[src/hw/conv_pkg.sv]
package conv_pkg;

  localparam int PIXEL_W     = 8;
  localparam int COEF_W      = 8;
  localparam int TAPS        = 25;
  localparam int PROD_W      = 16;
  // Holds 25 * 255 * 255 without loss
  localparam int SUM_W       = 21;
  localparam int TREE_STAGES = 5;

  typedef logic [PIXEL_W-1:0] pixel_t;
  typedef logic [COEF_W-1:0]  coef_t;
  typedef logic [PROD_W-1:0]  prod_t;
  typedef logic [SUM_W-1:0]   sum_t;

  // Element 0 is the oldest row
  typedef pixel_t [4:0] column_t;

  // Element r*5+c is row r, column c
  typedef pixel_t [TAPS-1:0] window_t;

  typedef prod_t [TAPS-1:0] prod_vec_t;

  // Same tap numbering as window_t
  typedef struct packed {
    logic [4:0] idx;
    coef_t      coef;
  } kernel_wr_t;

endpackage

[src/hw/conv_mac_array.sv]
`timescale 1ns/1ns

module conv_mac_array (
  input  logic                 clk,
  input  logic                 rst,
  input  logic                 advance,
  input  logic                 kernel_wr_valid,
  input  conv_pkg::kernel_wr_t kernel_wr,
  input  logic                 win_valid,
  input  conv_pkg::window_t    win,
  output logic                 prod_valid,
  output conv_pkg::prod_vec_t  prod
);

  conv_pkg::coef_t kern [conv_pkg::TAPS];

  // Coefficient bank, writes are never held off
  always_ff @(posedge clk) begin
    if (kernel_wr_valid) begin
      kern[kernel_wr.idx] <= kernel_wr.coef;
    end
  end

  always_ff @(posedge clk) begin
    if (rst) begin
      prod_valid <= 1'b0;
    end else if (advance) begin
      prod_valid <= win_valid;
    end
  end

  // 8x8 unsigned, full 16-bit product
  always_ff @(posedge clk) begin
    if (advance) begin
      for (int i = 0; i < conv_pkg::TAPS; i++) begin
        prod[i] <= conv_pkg::prod_t'(win[i]) * conv_pkg::prod_t'(kern[i]);
      end
    end
  end

  kernel_idx_in_range: assert property (
    @(posedge clk) disable iff (rst)
    kernel_wr_valid |-> (kernel_wr.idx < 5'(conv_pkg::TAPS))
  );

endmodule

[config.mk]
export PLATFORM = sky130hd
export DESIGN_NAME = conv_mac_array
export DESIGN_NICKNAME = d
export VERILOG_FILES = /design/src/hw/conv_pkg.sv /design/src/hw/conv_mac_array.sv
export SDC_FILE = /design/constraint.sdc
export NUM_CORES = 2
export LEC_CHECK = 0
export ABC_AREA = 1
export BUFFER_PORTS_ARGS = -buffer_cell sky130_fd_sc_hd__buf_2
export CAP_MARGIN = 40
export CORE_AREA = 3 3 376 378
export CTS_CLUSTER_DIAMETER = 100
export DETAILED_ROUTE_END_ITERATION = 6
export DIE_AREA = 0 0 379 381
export HOLD_SLACK_MARGIN = 0.1
export PLACE_DENSITY = 0.77
export SKIP_LAST_GASP = 1
export SYNTH_ARGS = -nofsm -noshare
export SYNTH_HDL_FRONTEND = slang
export SYNTH_SLANG_ARGS = --single-unit
[constraint.sdc]
create_clock -name clk -period 4.1 [get_ports clk]
set_clock_uncertainty 0.15 [all_clocks]
set_input_delay 0.41 -clock clk [delete_from_list [all_inputs] [get_ports clk]]
set_output_delay 0.41 -clock clk [all_outputs]
set_load 0.01 [all_outputs]
==> summary.md <==
| Metric | Value |
|---|---|
| Outcome | finished, final reports clean |
| CP Max Fanout | 4 |
| DIE AREA | approximately 140000 um2 |
| Adder-cell share of the synthesized area | a little under two fifths |
| Initial Util | ~57% |
| Capture point of the worst reg-to-reg path | prod[284] |
| Placed Cells | around 12000 |
| Final min period | 4.086 ns |
| Peak Freq | 0.2447 GHz |
| Tot GR Track Use | 28.05% |
| Crit path from | kern[17][4] |
| Kind of critical path | flip-flop to flip-flop |
| WL final | 205.5 mm |
| CP Capture Type | flip-flop |
| Largest family of logic cells by synthesized area | adder cells |
| DRC | 0 |
| Detail Placement HPWL | 163.9 mm |
| Yosys Warn Count | 0 |
| CTS sink cnt | 601 |
| Internal power | around 20 mW |
| Area Growth Syn to Fin | 17.90% |
| Root Buffer | clkbuf_16 |
| CTS HTree Levels | 3 |
| Pre-CTS setup slack | -0.08701 ns |
| Total CTS buffers | 76 |
| Top post-synthesis cells by area | fa_1 (23%), edfxtp_1 (23%), inv_1 (16%), nand2_1 (15%), ha_1 (14%) |
| Post-route ant nets | 0 |
| Number of max-cap violations | 0 |
| WP data arrival | 4.37 ns |
| Layout Cells excl Fill | 12930 |
| Slew headroom | approximately 38% |
| IR drop worst, VDD | 0.3730 mV |
| Fraction of layout cells with a size suffix above 1 | 17.98% |
| Vias per cell | 4.984 |
| Worst Tran Pin Value | between 0.9 and 1 ns |
| Clk Latency, worst-skew pair | 0.69 ns |
| Final Cell Area | 92510 um2 |
| # rows | 136 |
| Sequential power share | between 20% and 30% |
| Share of the synthesized area in the top cell type | 22.96% |
| Clock-pin slew on the worst setup and hold paths | 0.06 ns |
| Post-Syn Nets | about 12000 |
| Critical Path RT | 4.38 ns |
| Combinational Power Share | approximately 54% |
| CTS Buffer Depth | 3 |
| Area after DPL | 84760 um2 |
| Nets | 13040 |
| Initial antenna violation count | 62 |
| Synth Area in Compound Gates | 0.6378% |
| Critical path launch point type | flip-flop |
| Hold crit path type | input port to flip-flop |
| Most frequent cells in the layout | inv_1 (3186), nand2_1 (2867), fa_1 (875) |
| Most common cell after layout, fill and taps aside | inv_1 |
| Hold Slack | 0.1738 ns |
| Cell area after synthesis | 78470 um2 |
| Hold Path Cell Cnt | 4 |
| First-pass GRT wire length | 324.3 mm |
| Synth Area per Inst | 7.719 um2 |
| Drt initial violations | 4295 |
| Worst reg-to-reg path cell count | 15 |
| Clock share of power | 20.3% |
| Power Density | between 300 and 400 nW/um2 |
| Wire length per cell | 15.89 um |
| Distinct cell type count of the synthesized netlist | 19 |
| Mux cell area share after synthesis | less than 1% |
| Fin. Hold Viols | 0 |
| Leak | 57.65 nW |
| NetSw | roughly 15 mW |
| TritonCTS clock tree | built |
| Reg-to-reg slack, setup | 0.01 ns |
| Vias | 64430 |
| I/O pin cnt | 619 |
| Hold Path Origin | win[185] |
| Die outline height | 381 um |
| Endpoint, Worst Hold | prod[369] |
| Simple-gate share of the synthesized area | 19.40% |
| Switch share | a little over two fifths |
| Synth area leader | fa_1 |
| TritonRoute pass-1 iters | 6 |
| Layout Utilization | 67.12% |
| Final setup vio count | 0 |
| Vias in the first global route | 64720 |
| XOR/XNOR Fraction of Synth Area | 1.953% |
| Gpl congestion | 0.9305 |
| Period utilization | 99.67% |
| Grt total ovfl | 0 |
| Final worst setup slack | roughly 0.014 ns |
| Seq cells post-synth | 601 |
| Reg-to-reg startpoint | kern[17][4] |
| Port Buffers | slightly above 600 |
| Synth Instances | 10170 |
| Sequential area share after synthesis | 22.99% |
| Core area | 137800 um2 |
| Die width | 379 um |
| RSZ-0062 raised after global routing | true |
| Slew Viols, Final | 0 |
| Largest net degree at the start of global routing | 74 |
==> registers in the layout, indices dropped and copies added (netlist names) <==
| signal | cells |
|---|---|
| prod | 400 |
| kern | 200 |
| prod_valid | 1 |
==> Yosys cell counts <==
master / n
nand3_1: 254
dfxtp_1: 1
xor2_1: 150
clkbuf_1: 400
nor2_1: 203
nand3b_1: 2
inv_1: 3292
a21oi_1: 100
nand4_1: 125
nor4_1: 1
fa_1: 900
nand3_2: 50
nand2_2: 18
xnor2_1: 25
nand2_1: 3136
inv_2: 8
mux2i_1: 1
ha_1: 900
edfxtp_1: 600
==> routing by layer <==
layer  wire [um]  GRT usage, %  vias to the layer above
met5         177             0                        -
met4        9635         12.51                       26
met3       16870         5.807                      523
met2       98200         46.55                     2223
met1       80610         35.27                    30740
li1            -             -                    30930
==> cell type report <==
cell class,instances,area [um2]
repair buffers,1182,7620
flip-flops and latches,601,18040
clock buffers,88,1989
well taps,1794,2245
diodes,49,122.6
clock inverters,50,604.3
inverters,3300,12400
fillers,10820,45320
multi-input cells,5865,49490
==> logic make-up (layout without fill, tap and decap cells) <==
| family | after synthesis | count (layout) |
|---|---|---|
| mux | 1 | 1 |
| fa+ha+maj | 1800 | 1800 |
| xor+xnor | 175 | 175 |
| flops | 601 | 601 |
| buf+inv | 3700 | 4620 |
| compound gates | 100 | 100 |
| other cells | 0 | 49 |
| simple gates | 3789 | 3789 |
==> critical path: stages, from the launching register on <==
cell,delay (ns)
edfxtp_1,0.47
buf_6,0.17
nand2_4,0.05
inv_2,0.04
fa_1,0.54
fa_1,0.46
fa_1,0.54
inv_2,0.04
fa_1,0.51
inv_2,0.05
ha_4,0.31
nand2_4,0.07
nor2_1,0.14
nand3_1,0.12
nand4_1,0.11
nand2_1,0.06
==> worst max path at each step <==
stage / cells after the start / end / slack [ns]
floorplan: 19 / prod[351] / 0.08
global placement: 19 / prod[351] / -0.06
finish: 15 / prod[284] / 0.01
CTS: 17 / prod[286] / -0.006
detailed placement: 18 / prod[381] / -0.09
global route: 18 / prod[287] / -0.15
==> power groups by stage <==
stage	registers, mW	logic, mW	clock network [mW]
finish	9.07	19.0	7.17
global route	9.16	21.4	7.57
CTS	9.08	16.1	7.35
detailed placement	9.19	15.8	0
global placement	9.20	15.4	0
floorplan	9.59	10.2	0
==> stage by stage <==
step	total power [mW]	setup TNS (ns)
after global routing	38.09	-5.923
final	35.26	0
after global placement	24.64	-0.2837
after CTS	32.51	-0.005581
after floorplan	19.80	0
after detailed placement	25.01	-2.131
==> timing repair <==
item / CTS / global route
endpoints found under the hold margin: 110 / 0
endpoints found under the setup margin: 50 / 202
pin swaps: 1 / 345
resized for setup: 9 / 780
setup buffers: 32 / 173
hold buffers: 44 / 0
Note: power is estimated with default switching activity, not from simulation.
