### src/hw/conv_pkg.sv
package conv_pkg;

  localparam int PIXEL_W     = 8;
  localparam int COEF_W      = 8;
  localparam int TAPS        = 25;
  localparam int PROD_W      = 16;
  // Holds 25 * 255 * 255 without loss
  localparam int SUM_W       = 21;
  localparam int TREE_STAGES = 5;

  typedef logic [PIXEL_W-1:0] pixel_t;
  typedef logic [COEF_W-1:0]  coef_t;
  typedef logic [PROD_W-1:0]  prod_t;
  typedef logic [SUM_W-1:0]   sum_t;

  // Element 0 is the oldest row
  typedef pixel_t [4:0] column_t;

  // Element r*5+c is row r, column c
  typedef pixel_t [TAPS-1:0] window_t;

  typedef prod_t [TAPS-1:0] prod_vec_t;

  // Same tap numbering as window_t
  typedef struct packed {
    logic [4:0] idx;
    coef_t      coef;
  } kernel_wr_t;

endpackage

### src/hw/line_buffer.sv
`timescale 1ns/1ns

module line_buffer #(
  parameter int IMG_WIDTH = 16
) (
  input  logic              clk,
  input  logic              rst,
  input  logic              advance,
  input  logic              shift,
  input  conv_pkg::pixel_t  pix,
  output conv_pkg::column_t col
);

  localparam int PTR_W = (IMG_WIDTH > 1) ? $clog2(IMG_WIDTH) : 1;

  // Row 0 holds the previous line and row 3 the oldest
  conv_pkg::pixel_t rows [4][IMG_WIDTH];

  logic [PTR_W-1:0] ptr;
  logic             wr_en;

  assign wr_en = shift & advance;

  always_ff @(posedge clk) begin
    if (rst) begin
      ptr <= '0;
    end else if (wr_en) begin
      if (ptr == PTR_W'(IMG_WIDTH - 1)) begin
        ptr <= '0;
      end else begin
        ptr <= ptr + 1'b1;
      end
    end
  end

  // Each row cascades into the next older one at the same column
  always_ff @(posedge clk) begin
    if (wr_en) begin
      rows[0][ptr] <= pix;
      for (int r = 1; r < 4; r++) begin
        rows[r][ptr] <= rows[r-1][ptr];
      end
    end
  end

  // Oldest row first, current pixel last
  always_comb begin
    for (int r = 0; r < 4; r++) begin
      col[r] = rows[3-r][ptr];
    end
    col[4] = pix;
  end

  ptr_in_range: assert property (
    @(posedge clk) disable iff (rst)
    int'(ptr) < IMG_WIDTH
  );

endmodule

### src/hw/window_gen.sv
`timescale 1ns/1ns

module window_gen #(
  parameter int IMG_WIDTH  = 16,
  parameter int IMG_HEIGHT = 12
) (
  input  logic              clk,
  input  logic              rst,
  input  logic              advance,
  input  logic              pix_valid,
  input  conv_pkg::pixel_t  pix_data,
  output logic              win_valid,
  output conv_pkg::window_t win
);

  localparam int COL_W = (IMG_WIDTH > 1) ? $clog2(IMG_WIDTH) : 1;
  localparam int ROW_W = (IMG_HEIGHT > 1) ? $clog2(IMG_HEIGHT) : 1;

  logic [COL_W-1:0]  col_cnt;
  logic [ROW_W-1:0]  row_cnt;
  logic              xfer;
  logic              in_image;
  conv_pkg::column_t col;

  assign xfer = pix_valid & advance;

  // Bottom-right pixel of a complete window
  assign in_image = (col_cnt >= COL_W'(4)) && (row_cnt >= ROW_W'(4));

  line_buffer #(
    .IMG_WIDTH(IMG_WIDTH)
  ) u_line_buffer (
    .clk     (clk),
    .rst     (rst),
    .advance (advance),
    .shift   (pix_valid),
    .pix     (pix_data),
    .col     (col)
  );

  // Raster position, wraps to the next frame
  always_ff @(posedge clk) begin
    if (rst) begin
      col_cnt <= '0;
      row_cnt <= '0;
    end else if (xfer) begin
      if (col_cnt == COL_W'(IMG_WIDTH - 1)) begin
        col_cnt <= '0;
        if (row_cnt == ROW_W'(IMG_HEIGHT - 1)) begin
          row_cnt <= '0;
        end else begin
          row_cnt <= row_cnt + 1'b1;
        end
      end else begin
        col_cnt <= col_cnt + 1'b1;
      end
    end
  end

  always_ff @(posedge clk) begin
    if (rst) begin
      win_valid <= 1'b0;
    end else if (advance) begin
      win_valid <= xfer & in_image;
    end
  end

  // Columns move left, the new one enters at column 4
  always_ff @(posedge clk) begin
    if (xfer) begin
      for (int r = 0; r < 5; r++) begin
        for (int c = 0; c < 4; c++) begin
          win[r*5 + c] <= win[r*5 + c + 1];
        end
        win[r*5 + 4] <= col[r];
      end
    end
  end

endmodule

### config.mk
export PLATFORM = sky130hd
export DESIGN_NAME = window_gen
export DESIGN_NICKNAME = d
export VERILOG_FILES = /design/src/hw/conv_pkg.sv /design/src/hw/line_buffer.sv /design/src/hw/window_gen.sv
export SDC_FILE = /design/constraint.sdc
export NUM_CORES = 1
export LEC_CHECK = 0
export BUFFER_PORTS_ARGS = -buffer_cell sky130_fd_sc_hd__buf_2
export CAP_MARGIN = 20
export CELL_PAD_IN_SITES_DETAIL_PLACEMENT = 0
export CELL_PAD_IN_SITES_GLOBAL_PLACEMENT = 1
export CORE_MARGIN = 2
export CORE_UTILIZATION = 30
export DETAILED_ROUTE_END_ITERATION = 12
export MAX_ROUTING_LAYER = met4
export PLACE_DENSITY_LB_ADDON = 0.1
export SYNTH_ARGS = -nofsm -noshare
export SYNTH_HDL_FRONTEND = slang
export SYNTH_SLANG_ARGS = --single-unit
### constraint.sdc
create_clock -name clk -period 14.49 [get_ports clk]
set_input_delay 2.1735 -clock clk [delete_from_list [all_inputs] [get_ports clk]]
set_output_delay 2.1735 -clock clk [all_outputs]
set_load 0.03 [all_outputs]
==> reports/metrics.csv <==
metric;value;unit
rr_worst_depth;5;
insertedDiodeCount;0;
finalSetupViolCount;0;
final_util;36.42;%
worstSetupPathType;reg2reg;
leakagePower;0.009915;uW
routedWlPerCell;22.38;microns
gr-total-overflow;0;
p_int;3587;uW
whs_endpoint;win[171];
max_freq;251.5;MHz
layout-drive-gt1-share;35.27;%
synth_seq_area_share;83.65;%
rsz0062_at_grt;false;
synthCells;1083;
dr.first_iter.drc_count;692;
synth-async-reset-ratio;0;%
worst_slack;10.51;ns
grtUsageTotal;13.50;%
antenna_found_initial;0;
dpl_cell_area;28490;sq um
die_y;297.7;microns
fillers;7840;
ios;213;
worstSetupStartpoint;u_line_buffer.ptr[0];
hold_path.class;reg2reg;
core;85280;sq um
hold_viol_final;0;
min_from;win[179];
power.switching;976.9;uW
worst_slew_pin_slew;0.9390;ns
grt_max_degree;77;
fin_nets;1381;
status;finished, final reports clean;
dp_slack;9.786;ns
wirelength;57.51;mm
drc;0;
ys_types;35;
drt-pass1-iter-count;4;
cts_max_path_buffers;3;
synth-edff-count;712;
detail_route.vias_per_cell;4.573;
yosysWarnings;0;
final_cell_mix;edfxtp_1 (712), buf_2 (212), mux4_2 (128), clkbuf_16 (86), a22oi_1 (64);
placementRows;107;
min_period;3.976;ns
cp-end-kind;flip-flop;
ant_nets;0;
grt_pass1_vias;12750;
portBuffers;212;
layout_commonest_cell;edfxtp_1;
power_frac_comb;4.3;%
switching_share;21.40;%
cts_root_buf;clkbuf_16;
cp-start-kind;flip-flop;
fin_crit_sh;27.44;%
path_clk_slew;0.06;ns
cts_buffers;83;
dieWidth;297.7;microns
powerDensity;147.0;nW/um^2
crit_required;14.66;ns
reg2reg_setup_slack;10.51;ns
die-area;88600;sq um
ys_seq_elements;725;
h-tree-depth;3;
synth_area;25870;sq um
relSlewSlack;37.40;%
power_frac_seq;51.9;%
initial_utilization;30.34;%
r2r-end;u_line_buffer.rows[2][46];
hold_path_depth;0;
final.setup.tns;0;ns
cts.sinks;725;
synthFlopType;edfxtp_1;
clkLatencyLatePin;0.62;ns
cts_setup_buffers;0;
vias;11750;
arrival;4.15;ns
stdcell_area;31060;sq um
routabilityCongestion;0.6909;
clock_skew;0.01097;ns
report.final.slew_viol_count;0;
path_max_fanout;42;
hold_buffers;0;
dp.final_hpwl;30.56;mm
r2r_start;u_line_buffer.ptr[0];
max-vdd-ir-drop;91.80;uV
ctsResizeCount;0;
syn_avg_cell_area;23.89;sq um
syn-num-nets;1101;
cts_tree;built;
finalPower;4564;uW
drv_cap;0;
power.share.clock;43.8;%
area_growth;20.05;%
grt_pass1_wl;86.56;mm
## worst max-delay path: stages, from the launching register on
cell	delay, ns
dfxtp_4	0.54
buf_4	0.69
buf_4	0.84
mux4_2	0.61
a22oi_1	0.27
nand2_1	0.50
## per-stage QoR
| step | hold slack (ns) | cells |
|---|---|---|
| 6_report | 0.4352 | 2570 |
| 5_1_grt | 0.4464 | 2570 |
| 4_1_cts | 0.4378 | 2570 |
| 3_5_place_dp | 0.4256 | 2422 |
| 3_3_place_gp | 0.4230 | 2422 |
| 2_1_floorplan | 0.4536 | 1083 |
## power groups by stage
stage | clock network, uW | logic, uW | registers [uW]
floorplan | 0 | 91.5 | 2450
global placement | 0 | 201 | 2410
detailed placement | 0 | 203 | 2410
CTS | 2080 | 203 | 2370
finish | 2000 | 195 | 2370
global route | 2150 | 214 | 2370
## cells in the mapped netlist, types with 2 or more instances
library cell    n  area [sq um]
edfxtp_1      712         21380
mux4_2        128          2883
a22oi_1        64         480.5
nand2_1        42         157.7
clkbuf_1       30         112.6
nor2_1         17         63.81
dfxtp_1        13         260.3
a21oi_1         9         45.04
buf_6           9         101.4
buf_2           8         40.04
ha_1            6         75.07
nand3_1         6         30.03
nor3_1          5         25.02
inv_1           4         15.01
o21ai_0         4         20.02
nand2b_1        3         18.77
inv_2           2         7.510
nand4_1         2         12.51
nor2b_1         2         12.51
xor2_1          2         17.52
## flip-flops by register name, summed over array words and instances, names as in the netlist
register,count
u_line_buffer.rows,512
win,200
col_cnt,4
row_cnt,4
u_line_buffer.ptr,4
win_valid,1
## worst max path at each step
stage,end,slack (ns),cells past startpoint
finish,u_line_buffer.rows[2][46],10.51,5
global route,u_line_buffer.rows[2][46],10.04,5
CTS,u_line_buffer.rows[2][102],10.26,5
detailed placement,u_line_buffer.rows[0][16],9.79,6
global placement,u_line_buffer.rows[3][16],9.87,6
floorplan,u_line_buffer.rows[0][104],6.80,4
## kinds of logic after synthesis
group           share of synthesized area, %
fa+ha+maj                             0.2902
mux                                    11.14
xor+xnor                              0.1016
simple gates                           1.412
buf+inv                                1.083
compound gates                         2.321
flops                                  83.65
## final cells by class
cell class | count | area [sq um] | share of cell area (%)
Tap cell | 1144 | 1431 | 4.609
Clock buffer | 111 | 2246 | 7.231
Multi-Input combinational cell | 304 | 4084 | 13.15
Clock inverter | 37 | 325.3 | 1.047
Sequential cell | 725 | 21650 | 69.70
Timing Repair Buffer | 243 | 1294 | 4.165
Inverter | 6 | 30.03 | 0.09668
## metal layers
metal  share of wire (%)  global-route usage, %  vias up
li1                    -                      -     5132
met1                  44                  17.31     6243
met2                  49                  21.63      270
met3                 4.0                  2.618      108
met4                 2.8                  4.401        0
met5                   0                      -        -
Power figures use the tool's default switching activity.
