$ cat config.mk
export PLATFORM = sky130hd
export DESIGN_NAME = adder_tree
export DESIGN_NICKNAME = d
export VERILOG_FILES = /design/src/hw/conv_pkg.sv /design/src/hw/adder_tree.sv
export SDC_FILE = /design/constraint.sdc
export NUM_CORES = 1
export LEC_CHECK = 0
export BUFFER_PORTS_ARGS = -buffer_cell sky130_fd_sc_hd__buf_4
export CORE_UTILIZATION = 59
export DETAILED_ROUTE_END_ITERATION = 8
export HOLD_SLACK_MARGIN = 0.03
export MAX_ROUTING_LAYER = met4
export PLACE_DENSITY = 0.8
export SYNTH_ARGS = -nofsm -noshare
export SYNTH_HDL_FRONTEND = slang
export SYNTH_SLANG_ARGS = --single-unit
$ cat constraint.sdc
create_clock -name clk -period 26.9 [get_ports clk]
set_input_delay 8.07 -clock clk [delete_from_list [all_inputs] [get_ports clk]]
set_output_delay 8.07 -clock clk [all_outputs]
set_load 0.1 [all_outputs]
$ cat src/hw/conv_pkg.sv
package conv_pkg;

  localparam int PIXEL_W     = 8;
  localparam int COEF_W      = 8;
  localparam int TAPS        = 25;
  localparam int PROD_W      = 16;
  // Holds 25 * 255 * 255 without loss
  localparam int SUM_W       = 21;
  localparam int TREE_STAGES = 5;

  typedef logic [PIXEL_W-1:0] pixel_t;
  typedef logic [COEF_W-1:0]  coef_t;
  typedef logic [PROD_W-1:0]  prod_t;
  typedef logic [SUM_W-1:0]   sum_t;

  // Element 0 is the oldest row
  typedef pixel_t [4:0] column_t;

  // Element r*5+c is row r, column c
  typedef pixel_t [TAPS-1:0] window_t;

  typedef prod_t [TAPS-1:0] prod_vec_t;

  // Same tap numbering as window_t
  typedef struct packed {
    logic [4:0] idx;
    coef_t      coef;
  } kernel_wr_t;

endpackage

$ cat src/hw/adder_tree.sv
`timescale 1ns/1ns

module adder_tree (
  input  logic                clk,
  input  logic                rst,
  input  logic                prod_valid,
  input  conv_pkg::prod_vec_t prod,
  input  logic                res_ready,
  output logic                res_valid,
  output conv_pkg::sum_t      res_data,
  output logic                advance
);

  // Valid bit per level, the last one is the output register
  logic [conv_pkg::TREE_STAGES-1:0] stage_valid;

  conv_pkg::sum_t lvl1 [13];
  conv_pkg::sum_t lvl2 [7];
  conv_pkg::sum_t lvl3 [4];
  conv_pkg::sum_t lvl4 [2];

  assign res_valid = stage_valid[conv_pkg::TREE_STAGES-1];
  // Stall everything only when a result is waiting and not taken
  assign advance   = ~res_valid | res_ready;

  always_ff @(posedge clk) begin
    if (rst) begin
      stage_valid <= '0;
    end else if (advance) begin
      stage_valid <= {stage_valid[conv_pkg::TREE_STAGES-2:0], prod_valid};
    end
  end

  // 25 -> 13 -> 7 -> 4 -> 2 -> 1, odd element passes through
  always_ff @(posedge clk) begin
    if (advance) begin
      for (int i = 0; i < 12; i++) begin
        lvl1[i] <= conv_pkg::sum_t'(prod[2*i]) + conv_pkg::sum_t'(prod[2*i + 1]);
      end
      lvl1[12] <= conv_pkg::sum_t'(prod[24]);

      for (int i = 0; i < 6; i++) begin
        lvl2[i] <= lvl1[2*i] + lvl1[2*i + 1];
      end
      lvl2[6] <= lvl1[12];

      for (int i = 0; i < 3; i++) begin
        lvl3[i] <= lvl2[2*i] + lvl2[2*i + 1];
      end
      lvl3[3] <= lvl2[6];

      lvl4[0] <= lvl3[0] + lvl3[1];
      lvl4[1] <= lvl3[2] + lvl3[3];

      res_data <= lvl4[0] + lvl4[1];
    end
  end

  res_hold: assert property (
    @(posedge clk) disable iff (rst)
    (res_valid && !res_ready) |=> (res_valid && $stable(res_data))
  );

endmodule

==> results of run 1 <==
-- worst max-delay path, stage by stage --
cell and delay (ps):
buf_4 110, nor2b_1 530, inv_8 350, buf_4 370
-- cell usage in the layout (no fill, tap or decap), types with 36 or more instances in the layout --
master	count
ha_1	403
inv_1	102
nand2_1	130
nor3_1	36
xor2_1	101
a21o_1	142
a31oi_1	38
buf_4	431
clkbuf_16	51
o21bai_1	38
nand3_1	58
nor2b_1	46
xnor2_1	225
nor2_1	182
a21oi_1	286
o21a_1	53
o21ai_0	170
edfxtp_1	478
-- power by group through the flow --
stage          combinational, mW  clock [mW]  sequential, mW
4_1_cts                     2.04       0.697            1.36
5_1_grt                     2.27       0.725            1.38
3_3_place_gp                1.95           0            1.37
3_5_place_dp                2.01           0            1.37
6_report                    2.05       0.683            1.36
2_1_floorplan               1.44           0            1.43
-- registers in the layout, indices dropped and copies added (netlist names) --
register / flops
stage_valid: 5
res_data: 21
lvl3: 73
lvl1: 220
lvl2: 124
lvl4: 40
-- per-layer routing --
layer | GRT usage | routed length (microns) | up-vias
li1 | - | - | 11900
met1 | 0.351 | 32800 | 11500
met2 | 0.470 | 36200 | 669
met3 | 0.0355 | 3360 | 118
met4 | 0.0684 | 1720 | 0
met5 | - | 0 | -
-- kinds of logic (layout without fill, tap and decap cells) --
family	Yosys count	count (layout)	synth area share
compound gates	909	909	0.182
simple gates	601	601	0.0911
flops	483	483	0.451
fa+ha+maj	427	427	0.172
xor+xnor	326	326	0.0891
buf+inv	117	623	0.0137
mux	3	3	0.000937
other cells	0	3	0
-- layout make-up --
class	count	area, sq um	area share
multi-input combinational	2266	17100	0.455
timing repair buffer	431	3240	0.0858
antenna	3	7.51	0.000199
sequential	483	14500	0.383
tap	696	871	0.0231
clock buffer	54	1290	0.0341
clock inverter	35	330	0.00876
inverter	103	394	0.0104
-- worst min-delay path by stage --
stage	slack [ps]	depth (start not counted)	endpoint	from
6_report	420	0	lvl2[6][8]	lvl1[1][76]
3_3_place_gp	400	0	lvl3[3][7]	lvl2[6][7]
5_1_grt	420	0	lvl2[6][5]	lvl1[1][73]
4_1_cts	420	0	lvl2[6][8]	lvl1[1][76]
2_1_floorplan	400	0	lvl2[6][0]	lvl1[1][68]
3_5_place_dp	400	0	lvl2[6][8]	lvl1[1][76]
-- stage by stage --
stage          power (mW)  worst slack, ps  utilization  std cells
3_5_place_dp         3.38             9400        0.672       3979
5_1_grt              4.37             9230        0.702       4070
4_1_cts              4.09             9340        0.702       4068
2_1_floorplan        2.86              846            -       2866
6_report             4.09             9310        0.702       4071
3_3_place_gp         3.32             9440        0.672       3979
==> impl_metrics.env, run 1 <==
export IMPL_clkSinkCount=483
export IMPL_grt_max_degree=96
export IMPL_leakagePower_nw=16.3
export IMPL_drv_slew=0
export IMPL_synth_edf_count=478
export IMPL_cts_inserted_buffers=50
export IMPL_synthTopCellsByCount="478 x edfxtp_1, 403 x ha_1, 286 x a21oi_1"
export IMPL_holdCritPathClass="reg -> reg"
export IMPL_yosysMostFrequentCell="edfxtp_1"
export IMPL_fin_tns_setup_ps=0
export IMPL_ff2ff_setup_slack_ps=23420
export IMPL_wl_microns=74100
export IMPL_switching_share=0.389
export IMPL_tritoncts="yes"
export IMPL_start_util=0.597
export IMPL_hold_viol=0
export IMPL_fp_dieH_microns=235
export IMPL_crit_type="in -> out"
export IMPL_fmax_ghz=0.0568
export IMPL_synthTopCellsByArea="edfxtp_1 45%, ha_1 16%, xnor2_1 6.2%"
export IMPL_final_cell_area_sq_mm=0.0377
export IMPL_ys_ff_latch=483
export IMPL_htreeDepth=2
export IMPL_clockPowerShare=0.167
export IMPL_drc=0
export IMPL_p_per_area_mw_per_mm2=108
export IMPL_critPathLaunch="res_ready"
export IMPL_core_sq_mm=0.0537
export IMPL_fin_crit_ps=17590
export IMPL_cp_required_ps=18830
export IMPL_grt_pass1_vias=24200
export IMPL_io_pins=427
export IMPL_gp_congestion=0.958
export IMPL_area_growth_pct=17.7
export IMPL_die_w_microns=235
export IMPL_overflow=0
export IMPL_synth_net_count=3697
export IMPL_firstDrtPassIters=6
export IMPL_clock_latency_ps=590
export IMPL_avgSynthCellArea_sq_um=11.2
export IMPL_synth_ff_type="edfxtp_1"
export IMPL_routedWlPerCell_microns=18.2
export IMPL_final_nets=4166
export IMPL_antenna_found_initial=2
export IMPL_ir_worst_vdd_v=0.0000837
export IMPL_fin_skew_ps=18.5
export IMPL_end_kind="output pin"
export IMPL_cts_hold_buf=0
export IMPL_finalSetupViolCount=0
export IMPL_switching_power_mw=1.59
export IMPL_reg2reg_depth=4
export IMPL_cts_resized_gates=0
export IMPL_start_kind="primary input"
export IMPL_p_int_mw=2.50
export IMPL_hpwlAfterDp_microns=58800
export IMPL_slew_headroom=0.254
export IMPL_drive_gt1_frac=0.160
export IMPL_synth_top_area_share=0.448
export IMPL_cts_root_buf="clkbuf_16"
export IMPL_track_usage=0.276
export IMPL_path_clk_slew_ps=50
export IMPL_p_seq_frac=0.331
export IMPL_synth_warnings=0
export IMPL_maxCapViolCount=0
export IMPL_rsz0062_at_grt="false"
export IMPL_fillers=3886
export IMPL_cp_endpoint="advance"
export IMPL_critPathMaxFanout=81
export IMPL_netlist_instances=2866
export IMPL_num_rows=85
export IMPL_drt_iter0_drc=1479
export IMPL_viasPerCell=5.93
export IMPL_reg2reg_to="lvl1[1][11]"
export IMPL_die_area_sq_mm=0.0552
export IMPL_grt_pass1_wl_microns=120000
export IMPL_dpl_instance_area_sq_mm=0.0361
export IMPL_synth_area_sq_mm=0.0320
export IMPL_status="completed"
export IMPL_yosysTopAreaCell="edfxtp_1"
export IMPL_ys_seq_area_frac=0.451
export IMPL_via_count=24100
export IMPL_arrival_ps=9520
export IMPL_async_flop_share=0
export IMPL_power_frac_comb=0.501
export IMPL_post_cts_buffers=0
export IMPL_worst_pin_slew_ps=1120
export IMPL_ant_nets=0
export IMPL_clk_path_buf_depth=3
export IMPL_synth_distinct_cells=71
export IMPL_port_buffers=426
export IMPL_min_period_over_period=0.654
export IMPL_hold_ws_ps=417
export IMPL_rr_startpoint="stage_valid[4]"
(Power assumes the default switching activity.)
==> run 2: changes to the inputs <==
--- a/config.mk
+++ b/config.mk
@@ -6,11 +6,11 @@
 export NUM_CORES = 1
 export LEC_CHECK = 0
 export BUFFER_PORTS_ARGS = -buffer_cell sky130_fd_sc_hd__buf_4
-export CORE_UTILIZATION = 59
+export CORE_UTILIZATION = 54
 export DETAILED_ROUTE_END_ITERATION = 8
 export HOLD_SLACK_MARGIN = 0.03
 export MAX_ROUTING_LAYER = met4
-export PLACE_DENSITY = 0.8
+export PLACE_DENSITY = 0.77
 export SYNTH_ARGS = -nofsm -noshare
 export SYNTH_HDL_FRONTEND = slang
 export SYNTH_SLANG_ARGS = --single-unit
==> constraint.sdc (replaced) <==
create_clock -name clk -period 15.5 [get_ports clk]
set_input_delay 4.65 -clock clk [delete_from_list [all_inputs] [get_ports clk]]
set_output_delay 4.65 -clock clk [all_outputs]
set_load 0.1 [all_outputs]
==> run 2 against run 1 <==
Wire length is 1.5% lower. Register-to-register slack worse by 12000 ps. Total power is 77% higher. Highest routed layer unchanged.
==> impl_metrics.env, run 2 (synthesis gave the netlist of run 1 again) <==
export IMPL_overflow=0
export IMPL_drc=0
export IMPL_mostFrequentLayoutCell="edfxtp_1"
export IMPL_p_total_mw=7.22
export IMPL_grt_pass1_vias=23800
export IMPL_seq_area_sq_mm=0.0145
export IMPL_slew_headroom=0.229
export IMPL_leakagePower_nw=16.5
export IMPL_via_count=24000
export IMPL_min_period_over_period=0.709
export IMPL_gp_congestion=0.940
export IMPL_clkSinkCount=483
export IMPL_viasPerCell=5.78
export IMPL_final_cell_mix="478 x edfxtp_1, 427 x buf_4, 403 x ha_1"
export IMPL_fin_skew_ps=32.7
export IMPL_grt_pass1_wl_microns=117000
export IMPL_io_pins=427
export IMPL_die_area_sq_mm=0.0603
export IMPL_worst_pin_slew_ps=1160
export IMPL_cts_hold_buf=0
export IMPL_maxCapViolCount=0
export IMPL_rsz0062_at_grt="false"
export IMPL_fp_dieH_microns=246
export IMPL_port_buffers=426
export IMPL_hpwlAfterDp_microns=57600
export IMPL_ir_worst_vdd_v=0.000265
export IMPL_clock_latency_ps=620
export IMPL_status="completed"
export IMPL_num_rows=88
export IMPL_fin_crit_ps=11000
export IMPL_cp_required_ps=10850
export IMPL_cts_inserted_buffers=52
export IMPL_fmax_ghz=0.0909
export IMPL_antenna_found_initial=4
export IMPL_p_per_area_mw_per_mm2=190
export IMPL_final_cell_area_sq_mm=0.0381
export IMPL_layout_setup_ws_ps=4500
export IMPL_hold_viol=0
export IMPL_track_usage=0.246
export IMPL_crit_type="in -> out"
export IMPL_grt_max_degree=209
export IMPL_instances_no_fill=4148
export IMPL_finalSetupViolCount=0
export IMPL_cts_root_buf="clkbuf_16"
export IMPL_path_clk_slew_ps=60
export IMPL_fillers=4456
export IMPL_fin_tns_setup_ps=0
export IMPL_start_kind="primary input"
export IMPL_firstDrtPassIters=7
export IMPL_dp_slack_ps=4580
export IMPL_arrival_ps=6350
export IMPL_drt_iter0_drc=1348
export IMPL_die_w_microns=246
export IMPL_routedWlPerCell_microns=17.6
export IMPL_cts_resized_gates=0
export IMPL_critPathMaxFanout=208
export IMPL_reg_top3="lvl1 (220), lvl2 (124), lvl3 (73)"
export IMPL_area_growth_pct=18.8
export IMPL_tritoncts="yes"
export IMPL_drv_slew=0
export IMPL_ant_nets=0
export IMPL_regMostFlops="lvl1"
export IMPL_post_cts_buffers=0
export IMPL_dpl_instance_area_sq_mm=0.0362
export IMPL_wl_microns=73000
export IMPL_largest_reg_flops=220
export IMPL_core_sq_mm=0.0581
export IMPL_start_util=0.551
export IMPL_holdCritPathClass="reg -> reg"
export IMPL_drive_gt1_frac=0.164
export IMPL_htreeDepth=2
export IMPL_end_kind="output pin"
export IMPL_dp_cells=4046
export IMPL_final_nets=4166
export IMPL_clk_path_buf_depth=3
export IMPL_multi_input_area_sq_mm=0.0171
-- run 2: area by class of cell --
class | instances | share of cell area
multi-input cells | 2266 | 0.451
flip-flops and latches | 483 | 0.380
repair buffers | 429 | 0.0853
clock buffers | 53 | 0.0343
well taps | 765 | 0.0252
clock inverters | 45 | 0.0144
inverters | 103 | 0.0103
diodes | 4 | 0.000263
-- run 2: path summary, 6_finish.rpt --
check                           cells past startpoint           start  slack, ps     endpoint
worst max-delay path                                5       res_ready       4500      advance
worst min-delay path                                0     lvl1[1][70]        420   lvl2[6][2]
worst max register to register                      5  stage_valid[4]      11740  lvl1[0][42]
worst min register to register                      0     lvl1[1][70]        420   lvl2[6][2]
-- run 2: stage by stage --
step	util	hold slack (ps)
detailed placement	0.623	405
global route	0.655	426
CTS	0.654	417
floorplan	-	400
finish	0.655	417
global placement	0.623	404
-- run 2: report_power, final --
group          internal, mW  switching, mW  total, mW
Clock                 0.790          0.534       1.32
Combinational          1.49           2.06       3.55
Sequential             2.14          0.202       2.34
Total                  4.43           2.80       7.22
-- run 2: routing by layer --
layer	up-vias	part of all wire	GRT usage
met5	-	0	-
met1	11400	0.45	0.318
li1	11900	-	-
met2	605	0.49	0.413
met3	95	0.040	0.0284
met4	0	0.018	0.0608
-- run 2: worst max-delay path, stage by stage --
cell        delay (ps)
buf_4              110
nor2b_1            400
clkinvlp_4         210
buf_12             310
buf_4              450
